==> config.mk <==
export PLATFORM = sky130hd
export DESIGN_NAME = spi_bridge_top
export DESIGN_NICKNAME = d
export VERILOG_FILES = /design/src/design/spi_bridge_pkg.sv /design/src/design/cmd_pairer.sv /design/src/design/panel_reset.sv /design/src/design/reply_queue.sv /design/src/design/spi_bridge_top.sv /design/src/design/spi_master.sv /design/src/design/uart_rx.sv /design/src/design/uart_tx.sv
export SDC_FILE = /design/constraint.sdc
export NUM_CORES = 1
export LEC_CHECK = 0
export BUFFER_PORTS_ARGS = -buffer_cell sky130_fd_sc_hd__buf_2
export CAP_MARGIN = 15
export CORE_AREA = 2 2 133 135
export CTS_BUF_LIST = sky130_fd_sc_hd__clkbuf_4 sky130_fd_sc_hd__clkbuf_8
export CTS_CLUSTER_SIZE = 30
export DETAILED_ROUTE_END_ITERATION = 8
export DIE_AREA = 0 0 135 137
export SLEW_MARGIN = 30
export SYNTH_ARGS = -nofsm -noshare
export SYNTH_HDL_FRONTEND = slang
export SYNTH_SLANG_ARGS = --single-unit
==> constraint.sdc <==
create_clock -name sys_clk -period 5.04 [get_ports sys_clk]
set_input_delay 0.252 -clock sys_clk [delete_from_list [all_inputs] [get_ports sys_clk]]
set_output_delay 0.252 -clock sys_clk [all_outputs]
set_load 0.005 [all_outputs]
==> src/design/spi_bridge_pkg.sv <==
package spi_bridge_pkg;

  ////////////////////////////////////////////////////////////////////////////
  // widths and timing
  ////////////////////////////////////////////////////////////////////////////

  // 50 MHz / 115200 baud
  localparam int clks_per_bit = 434;
  // sys clocks per half sck period
  localparam int spi_half_period = 4;
  localparam int spi_frame_bits = 16;
  localparam int queue_depth = 4;
  // 10 clocks at 50 MHz is 200 ns, twice the panel's minimum
  localparam int panel_reset_hold = 10;

  typedef logic [7:0] byte_t;
  // address in the upper byte, data in the lower
  typedef logic [15:0] spi_word_t;

  // counters sized from the constants above
  typedef logic [$clog2(clks_per_bit)-1:0] baud_cnt_t;
  typedef logic [2:0] uart_bit_t;
  typedef logic [$clog2(spi_half_period)-1:0] spi_div_t;
  typedef logic [$clog2(spi_frame_bits)-1:0] spi_bit_t;
  typedef logic [$clog2(queue_depth)-1:0] q_ptr_t;
  typedef logic [$clog2(queue_depth+1)-1:0] q_cnt_t;
  typedef logic [$clog2(panel_reset_hold+1)-1:0] hold_cnt_t;

  // terminal counts
  localparam baud_cnt_t baud_last = baud_cnt_t'(clks_per_bit - 1);
  localparam baud_cnt_t baud_mid = baud_cnt_t'(clks_per_bit / 2 - 1);
  localparam spi_div_t spi_div_last = spi_div_t'(spi_half_period - 1);
  localparam spi_bit_t spi_bit_last = spi_bit_t'(spi_frame_bits - 1);

  // state machines
  typedef enum logic [1:0] {uart_idle, uart_start, uart_data, uart_stop} uart_state_t;
  typedef enum logic [1:0] {spi_idle, spi_shift, spi_done} spi_state_t;

endpackage

==> src/design/cmd_pairer.sv <==
`timescale 1ns/1ps

module cmd_pairer (
  input  logic                  sys_clk,
  input  logic                  reset_all_cmd_w,
  input  logic                  rx_valid_i,
  input  spi_bridge_pkg::byte_t rx_byte_i,
  output logic                  spi_start_o,
  output spi_bridge_pkg::byte_t spi_addr_o,
  output spi_bridge_pkg::byte_t spi_data_o
);
  import spi_bridge_pkg::*;

  // high once the address half of a pair is in
  logic have_addr_q;

  always_ff @(posedge sys_clk) begin
    if (reset_all_cmd_w) begin
      have_addr_q <= 1'b0;
      spi_start_o <= 1'b0;
    end else begin
      spi_start_o <= rx_valid_i && have_addr_q;
      if (rx_valid_i) begin
        have_addr_q <= ~have_addr_q;
      end
    end
  end

  // byte chain, old data slides into the address slot
  // addr and data stay put until the next byte
  always_ff @(posedge sys_clk) begin
    if (rx_valid_i) begin
      spi_addr_o <= spi_data_o;
      spi_data_o <= byte_t'(rx_byte_i);
    end
  end

endmodule

==> src/design/panel_reset.sv <==
`timescale 1ns/1ps

module panel_reset (
  input  logic sys_clk,
  input  logic reset_all_cmd_w,
  output logic slm_reset_n_o
);
  import spi_bridge_pkg::*;

  hold_cnt_t hold_q;

  // reloads while the command is up, counts out after
  always_ff @(posedge sys_clk) begin
    if (reset_all_cmd_w) begin
      hold_q <= hold_cnt_t'(panel_reset_hold);
    end else if (hold_q != '0) begin
      hold_q <= hold_q - 1'b1;
    end
  end

  // panel reset is active low
  assign slm_reset_n_o = !(reset_all_cmd_w || (hold_q != '0));

endmodule

==> src/design/reply_queue.sv <==
`timescale 1ns/1ps

module reply_queue (
  input  logic                  sys_clk,
  input  logic                  reset_all_cmd_w,
  input  logic                  push_i,
  input  spi_bridge_pkg::byte_t push_byte_i,
  input  logic                  tx_busy_i,
  output logic                  tx_start_o,
  output spi_bridge_pkg::byte_t tx_byte_o
);
  import spi_bridge_pkg::*;

  byte_t  mem_q [queue_depth];
  q_ptr_t wr_ptr_q;
  q_ptr_t rd_ptr_q;
  q_cnt_t count_q;
  logic   push_ok;
  logic   pop_go;
  // set at pop, cleared once the transmitter reports busy
  logic   pending_q;

  // full queue drops the incoming reply
  assign push_ok = push_i && (count_q != q_cnt_t'(queue_depth));
  assign pop_go  = (count_q != '0) && !tx_busy_i && !pending_q;

  always_ff @(posedge sys_clk) begin
    if (reset_all_cmd_w) begin
      wr_ptr_q   <= '0;
      rd_ptr_q   <= '0;
      count_q    <= '0;
      pending_q  <= 1'b0;
      tx_start_o <= 1'b0;
    end else begin
      // start trails the pop by one cycle
      tx_start_o <= pop_go;
      if (push_ok) begin
        wr_ptr_q <= wr_ptr_q + 1'b1;
      end
      if (pop_go) begin
        rd_ptr_q  <= rd_ptr_q + 1'b1;
        pending_q <= 1'b1;
      end else if (tx_busy_i) begin
        pending_q <= 1'b0;
      end
      case ({push_ok, pop_go})
        2'b10:   count_q <= count_q + 1'b1;
        2'b01:   count_q <= count_q - 1'b1;
        default: count_q <= count_q;
      endcase
    end
  end

  // storage and output byte
  always_ff @(posedge sys_clk) begin
    if (push_ok) begin
      mem_q[wr_ptr_q] <= push_byte_i;
    end
    if (pop_go) begin
      tx_byte_o <= mem_q[rd_ptr_q];
    end
  end

endmodule

==> src/design/spi_bridge_top.sv <==
`timescale 1ns/1ps

module spi_bridge_top (
  input  logic sys_clk,
  input  logic reset_all_cmd_w,
  input  logic uart_rx_i,
  input  logic sout_i,
  output logic uart_tx_o,
  output logic sen_o,
  output logic sck_o,
  output logic sdat_o,
  output logic slm_reset_n_o
);

  ////////////////////////////////////////////////////////////////////////////
  // uart in, byte pairing
  ////////////////////////////////////////////////////////////////////////////

  logic                  rx_valid;
  spi_bridge_pkg::byte_t rx_byte;
  logic                  spi_start;
  spi_bridge_pkg::byte_t spi_addr;
  spi_bridge_pkg::byte_t spi_data;
  logic                  reply_valid;
  spi_bridge_pkg::byte_t reply_byte;
  logic                  tx_start;
  spi_bridge_pkg::byte_t tx_byte;
  logic                  tx_busy;

  uart_rx uart_rx_inst (
    .sys_clk         (sys_clk),
    .reset_all_cmd_w (reset_all_cmd_w),
    .serial_i        (uart_rx_i),
    .rx_valid_o      (rx_valid),
    .rx_byte_o       (rx_byte)
  );

  cmd_pairer cmd_pairer_inst (
    .sys_clk         (sys_clk),
    .reset_all_cmd_w (reset_all_cmd_w),
    .rx_valid_i      (rx_valid),
    .rx_byte_i       (rx_byte),
    .spi_start_o     (spi_start),
    .spi_addr_o      (spi_addr),
    .spi_data_o      (spi_data)
  );

  ////////////////////////////////////////////////////////////////////////////
  // panel spi, reply path back to uart
  ////////////////////////////////////////////////////////////////////////////

  spi_master spi_master_inst (
    .sys_clk         (sys_clk),
    .reset_all_cmd_w (reset_all_cmd_w),
    .start_i         (spi_start),
    .addr_i          (spi_addr),
    .data_i          (spi_data),
    .sout_i          (sout_i),
    .sen_o           (sen_o),
    .sck_o           (sck_o),
    .sdat_o          (sdat_o),
    .reply_valid_o   (reply_valid),
    .reply_byte_o    (reply_byte)
  );

  reply_queue reply_queue_inst (
    .sys_clk         (sys_clk),
    .reset_all_cmd_w (reset_all_cmd_w),
    .push_i          (reply_valid),
    .push_byte_i     (reply_byte),
    .tx_busy_i       (tx_busy),
    .tx_start_o      (tx_start),
    .tx_byte_o       (tx_byte)
  );

  uart_tx uart_tx_inst (
    .sys_clk         (sys_clk),
    .reset_all_cmd_w (reset_all_cmd_w),
    .start_i         (tx_start),
    .byte_i          (tx_byte),
    .serial_o        (uart_tx_o),
    .busy_o          (tx_busy)
  );

  // panel reset stretcher
  panel_reset panel_reset_inst (
    .sys_clk         (sys_clk),
    .reset_all_cmd_w (reset_all_cmd_w),
    .slm_reset_n_o   (slm_reset_n_o)
  );

endmodule

==> src/design/spi_master.sv <==
`timescale 1ns/1ps

module spi_master (
  input  logic                  sys_clk,
  input  logic                  reset_all_cmd_w,
  input  logic                  start_i,
  input  spi_bridge_pkg::byte_t addr_i,
  input  spi_bridge_pkg::byte_t data_i,
  input  logic                  sout_i,
  output logic                  sen_o,
  output logic                  sck_o,
  output logic                  sdat_o,
  output logic                  reply_valid_o,
  output spi_bridge_pkg::byte_t reply_byte_o
);
  import spi_bridge_pkg::*;

  spi_state_t state_q;
  spi_div_t   div_q;
  spi_bit_t   bit_q;
  spi_word_t  tx_sr_q;
  byte_t      rx_sr_q;
  logic       edge_now;

  // half period elapsed, sck toggles this cycle
  assign edge_now = (state_q == spi_shift) && (div_q == spi_div_last);
  // mosi is the msb of the frame register
  assign sdat_o = tx_sr_q[spi_frame_bits-1];

  //////////////////////////////////////////////////////////////////////////
  // frame sequencing
  //////////////////////////////////////////////////////////////////////////

  always_ff @(posedge sys_clk) begin
    if (reset_all_cmd_w) begin
      state_q       <= spi_idle;
      div_q         <= '0;
      bit_q         <= '0;
      tx_sr_q       <= '0;
      sen_o         <= 1'b1;
      sck_o         <= 1'b0;
      reply_valid_o <= 1'b0;
    end else begin
      reply_valid_o <= 1'b0;
      case (state_q)
        spi_idle: begin
          // start outside idle is dropped
          if (start_i) begin
            tx_sr_q <= {addr_i, data_i};
            sen_o   <= 1'b0;
            div_q   <= '0;
            bit_q   <= '0;
            state_q <= spi_shift;
          end
        end
        spi_shift: begin
          if (edge_now) begin
            div_q <= '0;
            sck_o <= ~sck_o;
            // falling edge, move mosi to the next bit
            if (sck_o) begin
              tx_sr_q <= tx_sr_q << 1;
              bit_q   <= bit_q + 1'b1;
              if (bit_q == spi_bit_last) begin
                state_q <= spi_done;
              end
            end
          end else begin
            div_q <= div_q + 1'b1;
          end
        end
        spi_done: begin
          // cs release and reply strobe together
          sen_o         <= 1'b1;
          reply_valid_o <= 1'b1;
          state_q       <= spi_idle;
        end
        default: state_q <= spi_idle;
      endcase
    end
  end

  // miso sampled on rising sck, last eight bits kept
  always_ff @(posedge sys_clk) begin
    if (edge_now && !sck_o) begin
      rx_sr_q <= {rx_sr_q[6:0], sout_i};
    end
    if (state_q == spi_done) begin
      reply_byte_o <= rx_sr_q;
    end
  end

endmodule

==> src/design/uart_rx.sv <==
`timescale 1ns/1ps

module uart_rx (
  input  logic                  sys_clk,
  input  logic                  reset_all_cmd_w,
  input  logic                  serial_i,
  output logic                  rx_valid_o,
  output spi_bridge_pkg::byte_t rx_byte_o
);
  import spi_bridge_pkg::*;

  uart_state_t state_q;
  baud_cnt_t   cnt_q;
  uart_bit_t   bit_q;
  logic [1:0]  sync_q;
  logic        rx_s;
  byte_t       shift_q;
  logic        sample_bit;

  // two flops against metastability, line idles high
  assign rx_s = sync_q[1];
  // middle of a data bit
  assign sample_bit = (state_q == uart_data) && (cnt_q == baud_last);

  always_ff @(posedge sys_clk) begin
    if (reset_all_cmd_w) begin
      state_q    <= uart_idle;
      cnt_q      <= '0;
      bit_q      <= '0;
      sync_q     <= 2'b11;
      rx_valid_o <= 1'b0;
    end else begin
      sync_q     <= {sync_q[0], serial_i};
      rx_valid_o <= 1'b0;
      case (state_q)
        uart_idle: begin
          cnt_q <= '0;
          bit_q <= '0;
          if (!rx_s) begin
            state_q <= uart_start;
          end
        end
        uart_start: begin
          // half a bit in, still low or it was a glitch
          if (cnt_q == baud_mid) begin
            cnt_q   <= '0;
            state_q <= rx_s ? uart_idle : uart_data;
          end else begin
            cnt_q <= cnt_q + 1'b1;
          end
        end
        uart_data: begin
          if (cnt_q == baud_last) begin
            cnt_q <= '0;
            bit_q <= bit_q + 1'b1;
            if (bit_q == 3'd7) begin
              state_q <= uart_stop;
            end
          end else begin
            cnt_q <= cnt_q + 1'b1;
          end
        end
        uart_stop: begin
          // low stop bit, framing error, byte dropped
          if (cnt_q == baud_last) begin
            state_q    <= uart_idle;
            rx_valid_o <= rx_s;
          end else begin
            cnt_q <= cnt_q + 1'b1;
          end
        end
        default: state_q <= uart_idle;
      endcase
    end
  end

  // lsb arrives first, shift in from the top
  always_ff @(posedge sys_clk) begin
    if (sample_bit) begin
      shift_q <= {rx_s, shift_q[7:1]};
    end
    if (state_q == uart_stop && cnt_q == baud_last) begin
      rx_byte_o <= shift_q;
    end
  end

endmodule

==> src/design/uart_tx.sv <==
`timescale 1ns/1ps

module uart_tx (
  input  logic                  sys_clk,
  input  logic                  reset_all_cmd_w,
  input  logic                  start_i,
  input  spi_bridge_pkg::byte_t byte_i,
  output logic                  serial_o,
  output logic                  busy_o
);
  import spi_bridge_pkg::*;

  uart_state_t state_q;
  baud_cnt_t   cnt_q;
  uart_bit_t   bit_q;
  byte_t       shift_q;

  always_ff @(posedge sys_clk) begin
    if (reset_all_cmd_w) begin
      state_q  <= uart_idle;
      cnt_q    <= '0;
      bit_q    <= '0;
      serial_o <= 1'b1;
      busy_o   <= 1'b0;
    end else begin
      case (state_q)
        uart_idle: begin
          serial_o <= 1'b1;
          busy_o   <= 1'b0;
          cnt_q    <= '0;
          bit_q    <= '0;
          if (start_i) begin
            // start bit goes out right away
            shift_q  <= byte_i;
            serial_o <= 1'b0;
            busy_o   <= 1'b1;
            state_q  <= uart_start;
          end
        end
        uart_start: begin
          if (cnt_q == baud_last) begin
            cnt_q    <= '0;
            serial_o <= shift_q[0];
            state_q  <= uart_data;
          end else begin
            cnt_q <= cnt_q + 1'b1;
          end
        end
        uart_data: begin
          if (cnt_q == baud_last) begin
            cnt_q   <= '0;
            bit_q   <= bit_q + 1'b1;
            shift_q <= shift_q >> 1;
            if (bit_q == 3'd7) begin
              serial_o <= 1'b1;
              state_q  <= uart_stop;
            end else begin
              // lsb first, next bit sits at index 1
              serial_o <= shift_q[1];
            end
          end else begin
            cnt_q <= cnt_q + 1'b1;
          end
        end
        uart_stop: begin
          // busy drops once the full stop bit is on the line
          if (cnt_q == baud_last) begin
            busy_o  <= 1'b0;
            state_q <= uart_idle;
          end else begin
            cnt_q <= cnt_q + 1'b1;
          end
        end
        default: state_q <= uart_idle;
      endcase
    end
  end

endmodule

==> results.md <==
- Commonest non-fill, non-tap cell in the layout: edfxtp_1
- Non-filler cells, final: 774
- Diode count: 0
- CTS Hold Buffers Added: 2
- Fin nets: 565
- Fin Setup TNS: 0 ns
- Syn_area_per_cell: 12.8 sq um
- Largest net degree at the start of global routing: 59
- Cts repair resizes: 0
- CP max stage delay: 0.52 ns
- Synth cell types: 50
- Max-cap viol count: 0
- GR Overflow Total: 0
- Top-area cell type share of the netlist area: 43.1%
- Vias in the first global route: 3722
- Max Clk Rate: 0.433 GHz
- Cells after DPL: 740
- Crit-path max FO: 15
- Pins Over Slew Limit: 0
- Synth warn: 0
- Syn_nets: 553
- Worst-case vdd ir drop: 0.174 mV
- Final GP Congestion: 0.753
- Worst path required time: 5.40 ns
- # port buffers: 8
- Least-Margin Pin Slew: 0.754 ns
- Global-route wire length before repair: 17.7 mm
- Max-slew headroom: 49.6%
- Worst clock skew: 0.0118 ns
- Hold_sp: reset_all_cmd_w
- Initial Util: 39.2%
- Ys async rst share: 0%
- #FFs+latches synth: 171
- # rows: 48
- Core area: 17100 sq um
- Via density: 4.86
- Total GRT Usage: 12.2%
- Via Count: 3760
- Status: finished clean
- Commonest cells after routing, fill and taps aside: 96 x edfxtp_1, 75 x dfxtp_1, 61 x nor2_1, 48 x nand2_1, 24 x ha_1
- RSZ-0062 raised after global routing: no
- Total power: 2.87 mW
- Hold Path Class: input pin to flop
- IO Count: 9
- Synthesized area: 6680 sq um
- Aggregate routed wire length: 10.2 mm
- Detailed placement HPWL: 6.74 mm
- Clock tree sinks: 171
- Worst Setup End Kind: flop
- Power per cell area: 388 nW/um^2
- CTS Buf Count: 17
- Post-synth EDFFs: 96
- Number of H-tree levels: 4
- Final worst-path cycle share: 45.8%
- Critical Path Source Type: flop
- Yosys top cell by area: edfxtp_1
- Fin crit period: 2.31 ns
- Detail Route Antenna Nets: 0
- Max Root-Sink Buffers: 2
- Avg WL per Cell: 13.2 um
- Final setup vio count: 0
- Share of cells above drive strength 1: 13.3%
- Crit-path slowest cell: a221oi_1
- Mapped Cells: 524
- Initial antenna violation count: 0
- Seq/Total Area, Yosys: 65.6%
- Post-CTS Setup Inserts: 0
- Clk_lat worst skew: 0.45 ns
- Clk slew on worst S/H paths: 0.09 ns
- Leak: 2.48 nW
- Drt first-iter violations: 209
- Crit-path cells: inv_1, ha_1, or3_1, a221oi_1, nor2_1, a211oi_1
- WS Path Type: flop to flop
- Final Hold Viols: 0
- Synth top area cells: edfxtp_1 43%, dfxtp_1 22%, ha_1 4.5%, nor2_1 3.4%, nand2_1 2.8%
- CP startpoint: uart_tx_inst.state_q[0]
- Die Ht: 137 um
- DR pass1 iterations: 4
- TritonCTS clock tree: done
- DRC violations left: 0
- Die X: 135 um
- Reg2reg start: uart_tx_inst.state_q[0]
- Top_reg_cell synth: edfxtp_1
- Area Overhead vs Synth: 10.7%
- Root buf cell: clkbuf_8
- Worst path arrival time: 2.67 ns
- DIE AREA: 18500 sq um
## synthesized netlist by cell type, types with 9 or more instances
master / instances
inv_1: 20
ha_1: 24
nand3_1: 16
nor3_1: 9
nand2_1: 49
xor2_1: 11
clkbuf_1: 17
a311oi_1: 15
nor2_1: 61
xnor2_1: 12
edfxtp_1: 96
dfxtp_1: 75
a21oi_1: 16
## metrics by stage
step / cell area [sq um] / util, % / hold WS (ns) / setup WS, ns
after CTS: 7390 / 43.3 / 0.378 / 2.54
after floorplan: 6680 / - / 0.351 / 2.43
after global placement: 6950 / 40.8 / 0.403 / 2.67
after global routing: 7400 / 43.4 / 0.420 / 2.57
final: 7400 / 43.4 / 0.397 / 2.73
after detailed placement: 6950 / 40.8 / 0.405 / 2.55
## logic make-up (layout without fill, tap and decap cells)
family	count (synthesis)	in the layout	synth area share (%)
simple gates	189	189	13.8
buf+inv	40	65	2.25
mux	19	19	4.47
flops	171	171	65.6
fa+ha+maj	25	25	4.79
compound gates	57	57	6.07
xor+xnor	23	23	3.01
## per-layer routing
metal / share of wire (%) / global-route usage [%] / vias to the layer above
met5: 0 / 0 / -
met4: 1.7 / 5.09 / 0
met3: 2.6 / 3.89 / 16
met2: 49 / 20.1 / 35
met1: 47 / 14.9 / 1813
li1: - / - / 1896
## path summary, 6_finish.rpt
path | endpoint | slack, ns | depth (start not counted)
hold / removal | uart_tx_inst.bit_q[0] | 0.40 | 3
setup reg to reg | uart_tx_inst.state_q[0] | 2.73 | 6
hold reg to reg | cmd_pairer_inst.spi_data_o[0] | 0.42 | 0
setup / recovery | uart_tx_inst.state_q[0] | 2.73 | 6
## critical path: cells and delay by family (launching register included)
kind                     cells  cell delay, ns
flip-flops                   1            0.42
buffers and inverters        1            0.11
adder cells (fa/ha/maj)      1            0.39
AND/OR/NAND/NOR              2            0.52
AO/OA/AOI/OAI                2            0.78
## layout make-up
type / count / area (sq um)
fillers: 1570 / 9660
repair buffers: 13 / 82.6
flip-flops and latches: 171 / 4380
multi-input cells: 313 / 2160
clock inverters: 13 / 169
well taps: 225 / 282
inverters: 20 / 75.1
clock buffers: 19 / 249
## power breakdown
| group | total [mW] | switching, mW | internal (mW) |
|---|---|---|---|
| registers | 1.59 | 0.0523 | 1.54 |
| clock network | 0.988 | 0.481 | 0.506 |
| logic | 0.289 | 0.151 | 0.138 |
| total | 2.87 | 0.684 | 2.19 |
## sequential cells by signal (all words and copies together), names as in the netlist, 9 cells and up, named ones only
signal and cells:
reply_queue_inst.mem_q 32, spi_master_inst.tx_sr_q 16, uart_rx_inst.cnt_q 9, uart_tx_inst.cnt_q 9
Note: power is estimated with default switching activity, not from simulation.
